--- src/verilog/ntm_arith_pkg.sv ---
package ntm_arith_pkg;

  //////////////////////////////////////////////////
  // Modular arithmetic constants
  //////////////////////////////////////////////////

  // Residue and bus word width
  localparam int DATA_SIZE = 32;

  // Adder operation select
  localparam logic OP_ADD = 1'b0;
  localparam logic OP_SUB = 1'b1;

endpackage

--- src/verilog/ntm_matrix_pkg.sv ---
package ntm_matrix_pkg;

  //////////////////////////////////////////////////
  // Matrix geometry
  //////////////////////////////////////////////////

  // Largest supported order
  localparam int MAX_ORDER = 4;
  // Row or column index width
  localparam int INDEX_SIZE = 2;
  // Store depth, MAX_ORDER squared
  localparam int ELEMENTS = 16;

  //////////////////////////////////////////////////
  // Bus register map
  //////////////////////////////////////////////////

  // Word address width
  localparam int ADDR_SIZE = 5;

  localparam logic [3:0] REG_CTRL   = 4'd0;
  localparam logic [3:0] REG_MODULO = 4'd1;
  localparam logic [3:0] REG_ORDER  = 4'd2;
  localparam logic [3:0] REG_STATUS = 4'd3;
  localparam logic [3:0] REG_RESULT = 4'd4;

  // Register view, region bit low
  typedef struct packed {
    logic       region;
    logic [3:0] index;
  } wb_reg_addr_t;

  // Element view, region bit high
  typedef struct packed {
    logic                  region;
    logic [INDEX_SIZE-1:0] row;
    logic [INDEX_SIZE-1:0] col;
  } wb_elem_addr_t;

  // Same address word seen both ways
  typedef union packed {
    wb_reg_addr_t  regs;
    wb_elem_addr_t elem;
  } wb_addr_t;

endpackage

--- src/verilog/ntm_scalar_adder.sv ---
`timescale 1ns/1ps

module ntm_scalar_adder (
  input  logic                                CLK,
  input  logic                                RST,
  input  logic                                START,
  input  logic                                OPERATION,
  input  logic [ntm_arith_pkg::DATA_SIZE-1:0] MODULO_IN,
  input  logic [ntm_arith_pkg::DATA_SIZE-1:0] DATA_A_IN,
  input  logic [ntm_arith_pkg::DATA_SIZE-1:0] DATA_B_IN,
  output logic                                READY,
  output logic [ntm_arith_pkg::DATA_SIZE-1:0] DATA_OUT
);

  // Extra top bit keeps carry or borrow
  logic [ntm_arith_pkg::DATA_SIZE:0]   raw;
  logic [ntm_arith_pkg::DATA_SIZE:0]   fixed;
  logic [ntm_arith_pkg::DATA_SIZE-1:0] result;

  always_comb begin
    if (OPERATION == ntm_arith_pkg::OP_SUB) begin
      raw   = {1'b0, DATA_A_IN} - {1'b0, DATA_B_IN};
      fixed = raw + {1'b0, MODULO_IN};
      // Borrow out, wrap back up by the modulus
      result = raw[ntm_arith_pkg::DATA_SIZE] ? fixed[ntm_arith_pkg::DATA_SIZE-1:0] :
                                               raw[ntm_arith_pkg::DATA_SIZE-1:0];
    end else begin
      raw   = {1'b0, DATA_A_IN} + {1'b0, DATA_B_IN};
      fixed = raw - {1'b0, MODULO_IN};
      // Sum below 2m, one correction is enough
      result = (raw >= {1'b0, MODULO_IN}) ? fixed[ntm_arith_pkg::DATA_SIZE-1:0] :
                                             raw[ntm_arith_pkg::DATA_SIZE-1:0];
    end
  end

  // Single cycle handshake
  always_ff @(posedge CLK or posedge RST) begin
    if (RST) begin
      READY <= 1'b0;
    end else begin
      READY <= START;
    end
  end

  always_ff @(posedge CLK) begin
    if (START) begin
      DATA_OUT <= result;
    end
  end

endmodule

--- src/verilog/ntm_scalar_multiplier.sv ---
`timescale 1ns/1ps

module ntm_scalar_multiplier (
  input  logic                                CLK,
  input  logic                                RST,
  input  logic                                START,
  input  logic [ntm_arith_pkg::DATA_SIZE-1:0] MODULO_IN,
  input  logic [ntm_arith_pkg::DATA_SIZE-1:0] DATA_A_IN,
  input  logic [ntm_arith_pkg::DATA_SIZE-1:0] DATA_B_IN,
  output logic                                READY,
  output logic [ntm_arith_pkg::DATA_SIZE-1:0] DATA_OUT
);

  logic                                       busy;
  logic [$clog2(ntm_arith_pkg::DATA_SIZE):0]  steps;
  logic [ntm_arith_pkg::DATA_SIZE-1:0]        acc;
  logic [ntm_arith_pkg::DATA_SIZE-1:0]        b_shift;
  // Two guard bits, 2*acc + A stays below 3m
  logic [ntm_arith_pkg::DATA_SIZE+1:0]        t_add;
  logic [ntm_arith_pkg::DATA_SIZE+1:0]        t_red1;
  logic [ntm_arith_pkg::DATA_SIZE+1:0]        t_red2;
  logic [ntm_arith_pkg::DATA_SIZE+1:0]        m_ext;

  //////////////////////////////////////////////////
  // One interleaved step, MSB of B first
  //////////////////////////////////////////////////

  always_comb begin
    m_ext  = {2'b00, MODULO_IN};
    t_add  = {1'b0, acc, 1'b0};
    if (b_shift[ntm_arith_pkg::DATA_SIZE-1]) begin
      t_add = t_add + {2'b00, DATA_A_IN};
    end
    t_red1 = (t_add >= m_ext) ? t_add - m_ext : t_add;
    t_red2 = (t_red1 >= m_ext) ? t_red1 - m_ext : t_red1;
  end

  // Step counter and handshake
  always_ff @(posedge CLK or posedge RST) begin
    if (RST) begin
      busy  <= 1'b0;
      steps <= '0;
      READY <= 1'b0;
    end else begin
      READY <= 1'b0;
      if (START) begin
        busy  <= 1'b1;
        steps <= ($clog2(ntm_arith_pkg::DATA_SIZE)+1)'(ntm_arith_pkg::DATA_SIZE);
      end else if (busy) begin
        if (steps == '0) begin
          busy  <= 1'b0;
          READY <= 1'b1;
        end else begin
          steps <= steps - 1'b1;
        end
      end
    end
  end

  // Partial result and operand shifter
  always_ff @(posedge CLK) begin
    if (START) begin
      acc     <= '0;
      b_shift <= DATA_B_IN;
    end else if (busy && steps != '0) begin
      acc     <= t_red2[ntm_arith_pkg::DATA_SIZE-1:0];
      b_shift <= b_shift << 1;
    end
    if (busy && steps == '0) begin
      DATA_OUT <= acc;
    end
  end

endmodule

--- src/verilog/ntm_matrix_determinant.sv ---
`timescale 1ns/1ps

module ntm_matrix_determinant (
  input  logic                                CLK,
  input  logic                                RST,
  input  logic                                START,
  input  logic                                DATA_IN_I_ENABLE,
  input  logic                                DATA_IN_J_ENABLE,
  input  logic [ntm_arith_pkg::DATA_SIZE-1:0] MODULO_IN,
  input  logic [ntm_arith_pkg::DATA_SIZE-1:0] SIZE_IN,
  input  logic [ntm_arith_pkg::DATA_SIZE-1:0] DATA_IN,
  output logic                                READY,
  output logic                                DATA_OUT_I_ENABLE,
  output logic                                DATA_OUT_J_ENABLE,
  output logic [ntm_arith_pkg::DATA_SIZE-1:0] DATA_OUT
);

  // FSM encoding
  localparam logic [2:0] STARTER_STATE    = 3'd0;
  localparam logic [2:0] LOADER_STATE     = 3'd1;
  localparam logic [2:0] MULTIPLIER_STATE = 3'd2;
  localparam logic [2:0] ADDER_STATE      = 3'd3;
  localparam logic [2:0] PERMUTER_STATE   = 3'd4;
  localparam logic [2:0] ENDER_STATE      = 3'd5;

  logic [2:0]                              state;
  logic [ntm_matrix_pkg::INDEX_SIZE:0]     order;
  logic [ntm_matrix_pkg::INDEX_SIZE-1:0]   last;
  logic [ntm_matrix_pkg::INDEX_SIZE-1:0]   row;
  logic [ntm_matrix_pkg::INDEX_SIZE-1:0]   col;
  logic [ntm_matrix_pkg::INDEX_SIZE-1:0]   load_col;
  logic                                    load_fire;
  logic [ntm_arith_pkg::DATA_SIZE-1:0]     matrix [ntm_matrix_pkg::ELEMENTS];
  logic [ntm_arith_pkg::DATA_SIZE-1:0]     element;

  // Heap's algorithm state
  logic [ntm_matrix_pkg::INDEX_SIZE-1:0]   perm   [ntm_matrix_pkg::MAX_ORDER];
  logic [ntm_matrix_pkg::INDEX_SIZE-1:0]   heap_c [ntm_matrix_pkg::MAX_ORDER];
  logic [ntm_matrix_pkg::INDEX_SIZE:0]     heap_i;
  logic [ntm_matrix_pkg::INDEX_SIZE-1:0]   swap_a;
  logic [ntm_matrix_pkg::INDEX_SIZE-1:0]   swap_b;
  logic                                    parity;

  logic                                    pending;
  logic [ntm_arith_pkg::DATA_SIZE-1:0]     product;
  logic [ntm_arith_pkg::DATA_SIZE-1:0]     acc;

  // Arithmetic handshakes
  logic                                    start_mul;
  logic                                    ready_mul;
  logic [ntm_arith_pkg::DATA_SIZE-1:0]     mul_out;
  logic                                    start_add;
  logic                                    ready_add;
  logic                                    add_op;
  logic [ntm_arith_pkg::DATA_SIZE-1:0]     add_out;

  //////////////////////////////////////////////////
  // Stream side
  //////////////////////////////////////////////////

  // Order 4 wraps to index 3 on purpose
  assign order = SIZE_IN[ntm_matrix_pkg::INDEX_SIZE:0];
  assign last  = order[ntm_matrix_pkg::INDEX_SIZE-1:0] - 1'b1;

  assign DATA_OUT_J_ENABLE = (state == LOADER_STATE);
  assign DATA_OUT_I_ENABLE = (state == LOADER_STATE) && (col == '0);
  // Row marker from the sender realigns the column
  assign load_col  = DATA_IN_I_ENABLE ? '0 : col;
  assign load_fire = DATA_OUT_J_ENABLE && DATA_IN_J_ENABLE;

  always_ff @(posedge CLK) begin
    if (load_fire) begin
      matrix[{row, load_col}] <= DATA_IN;
    end
  end

  // Factor a(row, perm(row))
  assign element = matrix[{row, perm[row]}];

  // Even i swaps with 0, odd i with c[i]
  assign swap_b = heap_i[ntm_matrix_pkg::INDEX_SIZE-1:0];
  assign swap_a = heap_i[0] ? heap_c[swap_b] : '0;
  assign add_op = parity ? ntm_arith_pkg::OP_SUB : ntm_arith_pkg::OP_ADD;

  //////////////////////////////////////////////////
  // Control FSM
  //////////////////////////////////////////////////

  always_ff @(posedge CLK or posedge RST) begin
    if (RST) begin
      state     <= STARTER_STATE;
      READY     <= 1'b0;
      DATA_OUT  <= '0;
      start_mul <= 1'b0;
      start_add <= 1'b0;
      pending   <= 1'b0;
      row       <= '0;
      col       <= '0;
      heap_i    <= '0;
      parity    <= 1'b0;
      product   <= '0;
      acc       <= '0;
      for (int k = 0; k < ntm_matrix_pkg::MAX_ORDER; k++) begin
        perm[k]   <= '0;
        heap_c[k] <= '0;
      end
    end else begin
      READY     <= 1'b0;
      start_mul <= 1'b0;
      start_add <= 1'b0;
      case (state)
        STARTER_STATE: begin
          if (START) begin
            row   <= '0;
            col   <= '0;
            state <= LOADER_STATE;
          end
        end
        LOADER_STATE: begin
          if (load_fire) begin
            if (load_col == last) begin
              col <= '0;
              if (row == last) begin
                // Matrix complete, identity permutation first
                row     <= '0;
                acc     <= '0;
                product <= ntm_arith_pkg::DATA_SIZE'(1);
                parity  <= 1'b0;
                heap_i  <= (ntm_matrix_pkg::INDEX_SIZE+1)'(1);
                for (int k = 0; k < ntm_matrix_pkg::MAX_ORDER; k++) begin
                  perm[k]   <= ntm_matrix_pkg::INDEX_SIZE'(k);
                  heap_c[k] <= '0;
                end
                state <= MULTIPLIER_STATE;
              end else begin
                row <= row + 1'b1;
              end
            end else begin
              col <= load_col + 1'b1;
            end
          end
        end
        MULTIPLIER_STATE: begin
          if (!pending) begin
            start_mul <= 1'b1;
            pending   <= 1'b1;
          end else if (ready_mul) begin
            pending <= 1'b0;
            product <= mul_out;
            if (row == last) begin
              row   <= '0;
              state <= ADDER_STATE;
            end else begin
              row <= row + 1'b1;
            end
          end
        end
        ADDER_STATE: begin
          // Signed accumulate by permutation parity
          if (!pending) begin
            start_add <= 1'b1;
            pending   <= 1'b1;
          end else if (ready_add) begin
            pending <= 1'b0;
            acc     <= add_out;
            product <= ntm_arith_pkg::DATA_SIZE'(1);
            state   <= PERMUTER_STATE;
          end
        end
        PERMUTER_STATE: begin
          if (heap_i >= order) begin
            // Every permutation visited
            state <= ENDER_STATE;
          end else if ({1'b0, heap_c[swap_b]} < heap_i) begin
            perm[swap_a]   <= perm[swap_b];
            perm[swap_b]   <= perm[swap_a];
            heap_c[swap_b] <= heap_c[swap_b] + 1'b1;
            parity         <= ~parity;
            heap_i         <= (ntm_matrix_pkg::INDEX_SIZE+1)'(1);
            state          <= MULTIPLIER_STATE;
          end else begin
            heap_c[swap_b] <= '0;
            heap_i         <= heap_i + 1'b1;
          end
        end
        ENDER_STATE: begin
          READY    <= 1'b1;
          DATA_OUT <= acc;
          state    <= STARTER_STATE;
        end
        default: begin
          state <= STARTER_STATE;
        end
      endcase
    end
  end

  // Shared product unit
  ntm_scalar_multiplier ntm_scalar_multiplier_i (
    .CLK       (CLK),
    .RST       (RST),
    .START     (start_mul),
    .MODULO_IN (MODULO_IN),
    .DATA_A_IN (product),
    .DATA_B_IN (element),
    .READY     (ready_mul),
    .DATA_OUT  (mul_out)
  );

  // Accumulator update
  ntm_scalar_adder ntm_scalar_adder_i (
    .CLK       (CLK),
    .RST       (RST),
    .START     (start_add),
    .OPERATION (add_op),
    .MODULO_IN (MODULO_IN),
    .DATA_A_IN (acc),
    .DATA_B_IN (product),
    .READY     (ready_add),
    .DATA_OUT  (add_out)
  );

endmodule

--- src/verilog/ntm_determinant_wb_slave.sv ---
`timescale 1ns/1ps

module ntm_determinant_wb_slave (
  input  logic                                 CLK,
  input  logic                                 RST,
  input  logic                                 WB_CYC,
  input  logic                                 WB_STB,
  input  logic                                 WB_WE,
  input  logic [ntm_matrix_pkg::ADDR_SIZE-1:0] WB_ADR,
  input  logic [ntm_arith_pkg::DATA_SIZE-1:0]  WB_DAT_I,
  output logic [ntm_arith_pkg::DATA_SIZE-1:0]  WB_DAT_O,
  output logic                                 WB_ACK,
  output logic                                 START,
  output logic                                 DATA_IN_I_ENABLE,
  output logic                                 DATA_IN_J_ENABLE,
  output logic [ntm_arith_pkg::DATA_SIZE-1:0]  MODULO_IN,
  output logic [ntm_arith_pkg::DATA_SIZE-1:0]  SIZE_IN,
  output logic [ntm_arith_pkg::DATA_SIZE-1:0]  DATA_IN,
  input  logic                                 READY,
  input  logic                                 DATA_OUT_I_ENABLE,
  input  logic                                 DATA_OUT_J_ENABLE,
  input  logic [ntm_arith_pkg::DATA_SIZE-1:0]  DATA_OUT
);

  ntm_matrix_pkg::wb_addr_t                 adr;
  logic [ntm_arith_pkg::DATA_SIZE-1:0]      store [ntm_matrix_pkg::ELEMENTS];
  logic [ntm_arith_pkg::DATA_SIZE-1:0]      modulo_r;
  logic [ntm_arith_pkg::DATA_SIZE-1:0]      result_r;
  logic [ntm_arith_pkg::DATA_SIZE-1:0]      rd_data;
  logic [ntm_matrix_pkg::INDEX_SIZE:0]      order_r;
  logic [ntm_matrix_pkg::INDEX_SIZE-1:0]    last;
  logic [ntm_matrix_pkg::INDEX_SIZE-1:0]    s_row;
  logic [ntm_matrix_pkg::INDEX_SIZE-1:0]    s_col;
  logic [ntm_matrix_pkg::INDEX_SIZE-1:0]    cur_col;
  logic                                     busy;
  logic                                     done;
  logic                                     streaming;
  logic                                     access;
  logic                                     advance;

  //////////////////////////////////////////////////
  // Bus decode
  //////////////////////////////////////////////////

  assign adr = WB_ADR;
  // New access only while ACK is low
  assign access = WB_CYC && WB_STB && !WB_ACK;

  always_comb begin
    rd_data = '0;
    if (adr.elem.region) begin
      rd_data = store[{adr.elem.row, adr.elem.col}];
    end else begin
      case (adr.regs.index)
        ntm_matrix_pkg::REG_MODULO: rd_data = modulo_r;
        ntm_matrix_pkg::REG_ORDER:  rd_data = SIZE_IN;
        ntm_matrix_pkg::REG_STATUS: rd_data = {{(ntm_arith_pkg::DATA_SIZE-2){1'b0}}, done, busy};
        ntm_matrix_pkg::REG_RESULT: rd_data = result_r;
        default:                    rd_data = '0;
      endcase
    end
  end

  // Element store, out-of-order cells kept as written
  always_ff @(posedge CLK) begin
    if (access && WB_WE && adr.elem.region) begin
      store[{adr.elem.row, adr.elem.col}] <= WB_DAT_I;
    end
  end

  //////////////////////////////////////////////////
  // Element stream
  //////////////////////////////////////////////////

  assign MODULO_IN = modulo_r;
  assign SIZE_IN   = {{(ntm_arith_pkg::DATA_SIZE-ntm_matrix_pkg::INDEX_SIZE-1){1'b0}}, order_r};
  assign last      = order_r[ntm_matrix_pkg::INDEX_SIZE-1:0] - 1'b1;

  // Receiver waiting on a row start means column 0
  assign cur_col          = DATA_OUT_I_ENABLE ? '0 : s_col;
  assign DATA_IN          = store[{s_row, cur_col}];
  assign DATA_IN_J_ENABLE = streaming;
  assign DATA_IN_I_ENABLE = streaming && (cur_col == '0);
  // Element and enables hold until accepted
  assign advance          = streaming && DATA_OUT_J_ENABLE;

  always_ff @(posedge CLK or posedge RST) begin
    if (RST) begin
      WB_ACK    <= 1'b0;
      WB_DAT_O  <= '0;
      START     <= 1'b0;
      modulo_r  <= '0;
      order_r   <= '0;
      result_r  <= '0;
      busy      <= 1'b0;
      done      <= 1'b0;
      streaming <= 1'b0;
      s_row     <= '0;
      s_col     <= '0;
    end else begin
      WB_ACK <= access;
      START  <= 1'b0;
      if (access && !WB_WE) begin
        WB_DAT_O <= rd_data;
      end
      // Register writes, operands frozen while busy
      if (access && WB_WE && !adr.regs.region && !busy) begin
        case (adr.regs.index)
          ntm_matrix_pkg::REG_CTRL: begin
            if (WB_DAT_I[0]) begin
              START     <= 1'b1;
              busy      <= 1'b1;
              done      <= 1'b0;
              streaming <= 1'b1;
              s_row     <= '0;
              s_col     <= '0;
            end
          end
          ntm_matrix_pkg::REG_MODULO: modulo_r <= WB_DAT_I;
          ntm_matrix_pkg::REG_ORDER:  order_r  <= WB_DAT_I[ntm_matrix_pkg::INDEX_SIZE:0];
          default: ;
        endcase
      end
      // Row-major walk over the active square
      if (advance) begin
        if (cur_col == last) begin
          s_col <= '0;
          if (s_row == last) begin
            streaming <= 1'b0;
          end else begin
            s_row <= s_row + 1'b1;
          end
        end else begin
          s_col <= cur_col + 1'b1;
        end
      end
      if (READY) begin
        result_r <= DATA_OUT;
        busy     <= 1'b0;
        done     <= 1'b1;
      end
    end
  end

endmodule

--- src/verilog/ntm_determinant_top.sv ---
`timescale 1ns/1ps

module ntm_determinant_top (
  input  logic                                 CLK,
  input  logic                                 RST,
  input  logic                                 WB_CYC,
  input  logic                                 WB_STB,
  input  logic                                 WB_WE,
  input  logic [ntm_matrix_pkg::ADDR_SIZE-1:0] WB_ADR,
  input  logic [ntm_arith_pkg::DATA_SIZE-1:0]  WB_DAT_I,
  output logic [ntm_arith_pkg::DATA_SIZE-1:0]  WB_DAT_O,
  output logic                                 WB_ACK
);

  // Slave to determinant handshake
  logic                                start;
  logic                                ready;
  logic                                in_i_enable;
  logic                                in_j_enable;
  logic                                out_i_enable;
  logic                                out_j_enable;
  logic [ntm_arith_pkg::DATA_SIZE-1:0] modulo;
  logic [ntm_arith_pkg::DATA_SIZE-1:0] size;
  logic [ntm_arith_pkg::DATA_SIZE-1:0] data_in;
  logic [ntm_arith_pkg::DATA_SIZE-1:0] data_out;

  ntm_determinant_wb_slave ntm_determinant_wb_slave_i (
    .CLK               (CLK),
    .RST               (RST),
    .WB_CYC            (WB_CYC),
    .WB_STB            (WB_STB),
    .WB_WE             (WB_WE),
    .WB_ADR            (WB_ADR),
    .WB_DAT_I          (WB_DAT_I),
    .WB_DAT_O          (WB_DAT_O),
    .WB_ACK            (WB_ACK),
    .START             (start),
    .DATA_IN_I_ENABLE  (in_i_enable),
    .DATA_IN_J_ENABLE  (in_j_enable),
    .MODULO_IN         (modulo),
    .SIZE_IN           (size),
    .DATA_IN           (data_in),
    .READY             (ready),
    .DATA_OUT_I_ENABLE (out_i_enable),
    .DATA_OUT_J_ENABLE (out_j_enable),
    .DATA_OUT          (data_out)
  );

  ntm_matrix_determinant ntm_matrix_determinant_i (
    .CLK               (CLK),
    .RST               (RST),
    .START             (start),
    .DATA_IN_I_ENABLE  (in_i_enable),
    .DATA_IN_J_ENABLE  (in_j_enable),
    .MODULO_IN         (modulo),
    .SIZE_IN           (size),
    .DATA_IN           (data_in),
    .READY             (ready),
    .DATA_OUT_I_ENABLE (out_i_enable),
    .DATA_OUT_J_ENABLE (out_j_enable),
    .DATA_OUT          (data_out)
  );

endmodule

--- config.mk ---
export PLATFORM = sky130hd
export DESIGN_NAME = ntm_determinant_top
export DESIGN_NICKNAME = d
export VERILOG_FILES = /design/src/verilog/ntm_arith_pkg.sv /design/src/verilog/ntm_matrix_pkg.sv /design/src/verilog/ntm_scalar_adder.sv /design/src/verilog/ntm_scalar_multiplier.sv /design/src/verilog/ntm_matrix_determinant.sv /design/src/verilog/ntm_determinant_wb_slave.sv /design/src/verilog/ntm_determinant_top.sv
export SDC_FILE = /design/constraint.sdc
export NUM_CORES = 2
export LEC_CHECK = 0
export BUFFER_PORTS_ARGS = -buffer_cell sky130_fd_sc_hd__buf_2
export CAP_MARGIN = 30
export CORE_UTILIZATION = 45
export CTS_CLUSTER_DIAMETER = 60
export DETAILED_ROUTE_END_ITERATION = 10
export PLACE_DENSITY_LB_ADDON = 0.3
export SETUP_SLACK_MARGIN = 0.2
export SLEW_MARGIN = 10
export SYNTH_ARGS = -nofsm -noshare
export SYNTH_HDL_FRONTEND = slang
export SYNTH_HIERARCHICAL = 1
export SYNTH_SLANG_ARGS = --single-unit
--- constraint.sdc ---
create_clock -name CLK -period 8.3 [get_ports CLK]
set_input_delay 1.245 -clock CLK [delete_from_list [all_inputs] [get_ports CLK]]
set_output_delay 1.245 -clock CLK [all_outputs]
set_load 0.1 [all_outputs]
==> flow_summary.ini <==
[die]
die_x_um = 404
die_y_um = 404
io_pins = 75
fp-row-count = 147
initial_core_util_pct = 45.4
core-area_mm2 = 0.161
die_area_mm2 = 0.163

[grt]
overflow = 0
first_global_vias = 50800
grtUsageMet3_pct = 4.07
grt_util_met1_pct = 35.5
grt_pass1_wl_mm = 319
grtUsageMet2_pct = 41.6
grt_max_degree = 219
busiest_layer = met2
antenna_found_initial = 21
track_usage_pct = 25.8

[critical_path]
crit_type = reg2reg
cp_common_cell = buf_4
cp_slowest_cell = fa_1
path_max_fanout = 10
start_kind = register
cp.arrival_ns = 8.50
required_ns = 8.98
r2r_cells = 38
rr_startpoint = ntm_matrix_determinant_i/product[1]
worstSetupEndpointType = register
cp.buffers_inverters = 7
cp_top_family = compound AO/OA/AOI/OAI gates
max_stage_delay_ns = 0.41
reg2reg_slack_ns = 0.48

[timing]
finalSetupViolations = 0
period_share_pct = 94.3
timing.hold.ws_ns = 0.437
rsz0062_at_grt = no
slew_viol_final = 0
relSlewSlack_pct = 29.3
setup_tns_ns = 0
worstMarginPinSlew_ns = 1.06
worst_slack_ns = 0.477
finalCriticalPeriod_ns = 7.82
clock-skew-final_ns = 0.0605
hold_viol_final = 0
fmax_mhz = 128

[route]
routed_wl_mm = 214
drc_errors = 0
post_drt_via_cell_ratio = 6.10
first_iter_violations = 5376
vias = 52400
wl_per_cell_um = 24.9
first_pass_iters = 5
drtAntennaViolNets = 0

[cells_and_area]
reg.largest.list = ntm_determinant_wb_slave_i/store (512), ntm_matrix_determinant_i/matrix (512)
nets = 6574
area_growth_syn_to_layout_pct = 12.1
drive_above_1_share_pct = 14.5
fillers = 13800
final_util_pct = 50.8
instances_no_fill = 8582
final_cell_area_mm2 = 0.0816

[cts]
clockRootBuffer = clkbuf_16
htree_levels = 4
cts_made_buffers = 154
cts_tree = built
path_clk_slew_ns = 0.06
clockBufferDepth = 3
clk_latency_ns = 0.80
numClockSinks = 1396
holdBufCountCts = 0

[pwr]
p_per_area_mw_per_mm2 = 191
vdd_drop_max_mv = 0.232
finalPower_mw = 15.6
leakagePower_nw = 30.4

[place]
dp_cells = 8280
portBuffers = 74
place_ws_ns = 0.211
post_dp_cell_area_mm2 = 0.0760
gp_congestion = 0.954
hpwl_mm = 133

[worst_hold_path]
hold_class = in2async

[synth]
synth_nets = 6528
syn_area_per_cell_um2 = 11.7
syn_area_mm2 = 0.0728
synthCells = 6239
yosys_warnings = 6

[job]
drv_cap = 0

[status]
status = completed
cells in the final DEF (no fill, tap or decap), types with 24 or more instances in the layout:
cell type and instances:
nor2b_1 170, a32oi_1 34, a21oi_1 249, mux2i_1 74
nand2_1 1003, clkbuf_16 158, nor3_1 34, xor2_1 66
dfrtp_1 238, o211ai_1 31, o21ai_0 122, mux4_2 164
nor2_1 218, ha_1 238, edfxtp_1 1120, nand3_1 357
clkinv_2 24, dfxtp_1 32, mux2_1 39, o21ai_1 53
buf_2 72, a22o_1 166, nand2b_1 43, a31oi_1 186
buf_4 182, xnor2_1 134, o21a_1 31, inv_1 198
mux2_2 125, a211oi_1 172, nand4_1 65, clkinv_1 24
clkbuf_1 31, a21o_1 83, o21bai_1 32
worst max path at each step:
stage | start | to | depth (start not counted)
4_1_cts | ntm_matrix_determinant_i/product[2] | register | 37
5_1_grt | ntm_matrix_determinant_i/product[1] | register | 38
3_3_place_gp | ntm_matrix_determinant_i/product[1] | register | 35
6_report | ntm_matrix_determinant_i/product[1] | register | 38
3_5_place_dp | ntm_matrix_determinant_i/product[1] | register | 35
2_1_floorplan | ntm_matrix_determinant_i/product[1] | register | 34
repair_timing:
item	CTS	global route
buffers inserted	1	3
gates resized for setup	0	36
endpoints found under the setup margin	16	32
pin swaps	1	8
cloned	0	1
worst reg2reg max path, delay by kind of cell, from the launching register on:
kind            cells  cell delay [ns]
xor+xnor            1             0.13
mux                 1             0.28
fa+ha+maj           5             1.54
buf+inv             7             1.05
simple gates        4             0.84
flops               1             0.36
compound gates     20             3.56
metal layers:
| layer | vias up | routed length [um] |
|---|---|---|
| li1 | 23500 | - |
| met1 | 26200 | 88800 |
| met2 | 2302 | 99900 |
| met3 | 386 | 18000 |
| met4 | 20 | 6830 |
| met5 | - | 126 |
layout make-up:
cell class	instances	area, um2	area share (%)
inverter	206	783	0.959
sequential	1396	40400	49.5
clock inverter	86	1060	1.29
multi-input combinational	4253	30300	37.2
clock buffer	201	4220	5.17
timing repair buffer	274	2140	2.62
antenna	6	15.0	0.0184
tap	2160	2700	3.31
report_power, final:
| group | total [mW] | internal, mW | switching (mW) |
|---|---|---|---|
| logic | 0.934 | 0.272 | 0.662 |
| registers | 7.62 | 7.55 | 0.0706 |
| clock network | 7.04 | 4.13 | 2.91 |
| total | 15.6 | 12.0 | 3.64 |
Note: power is estimated with default switching activity, not from simulation.
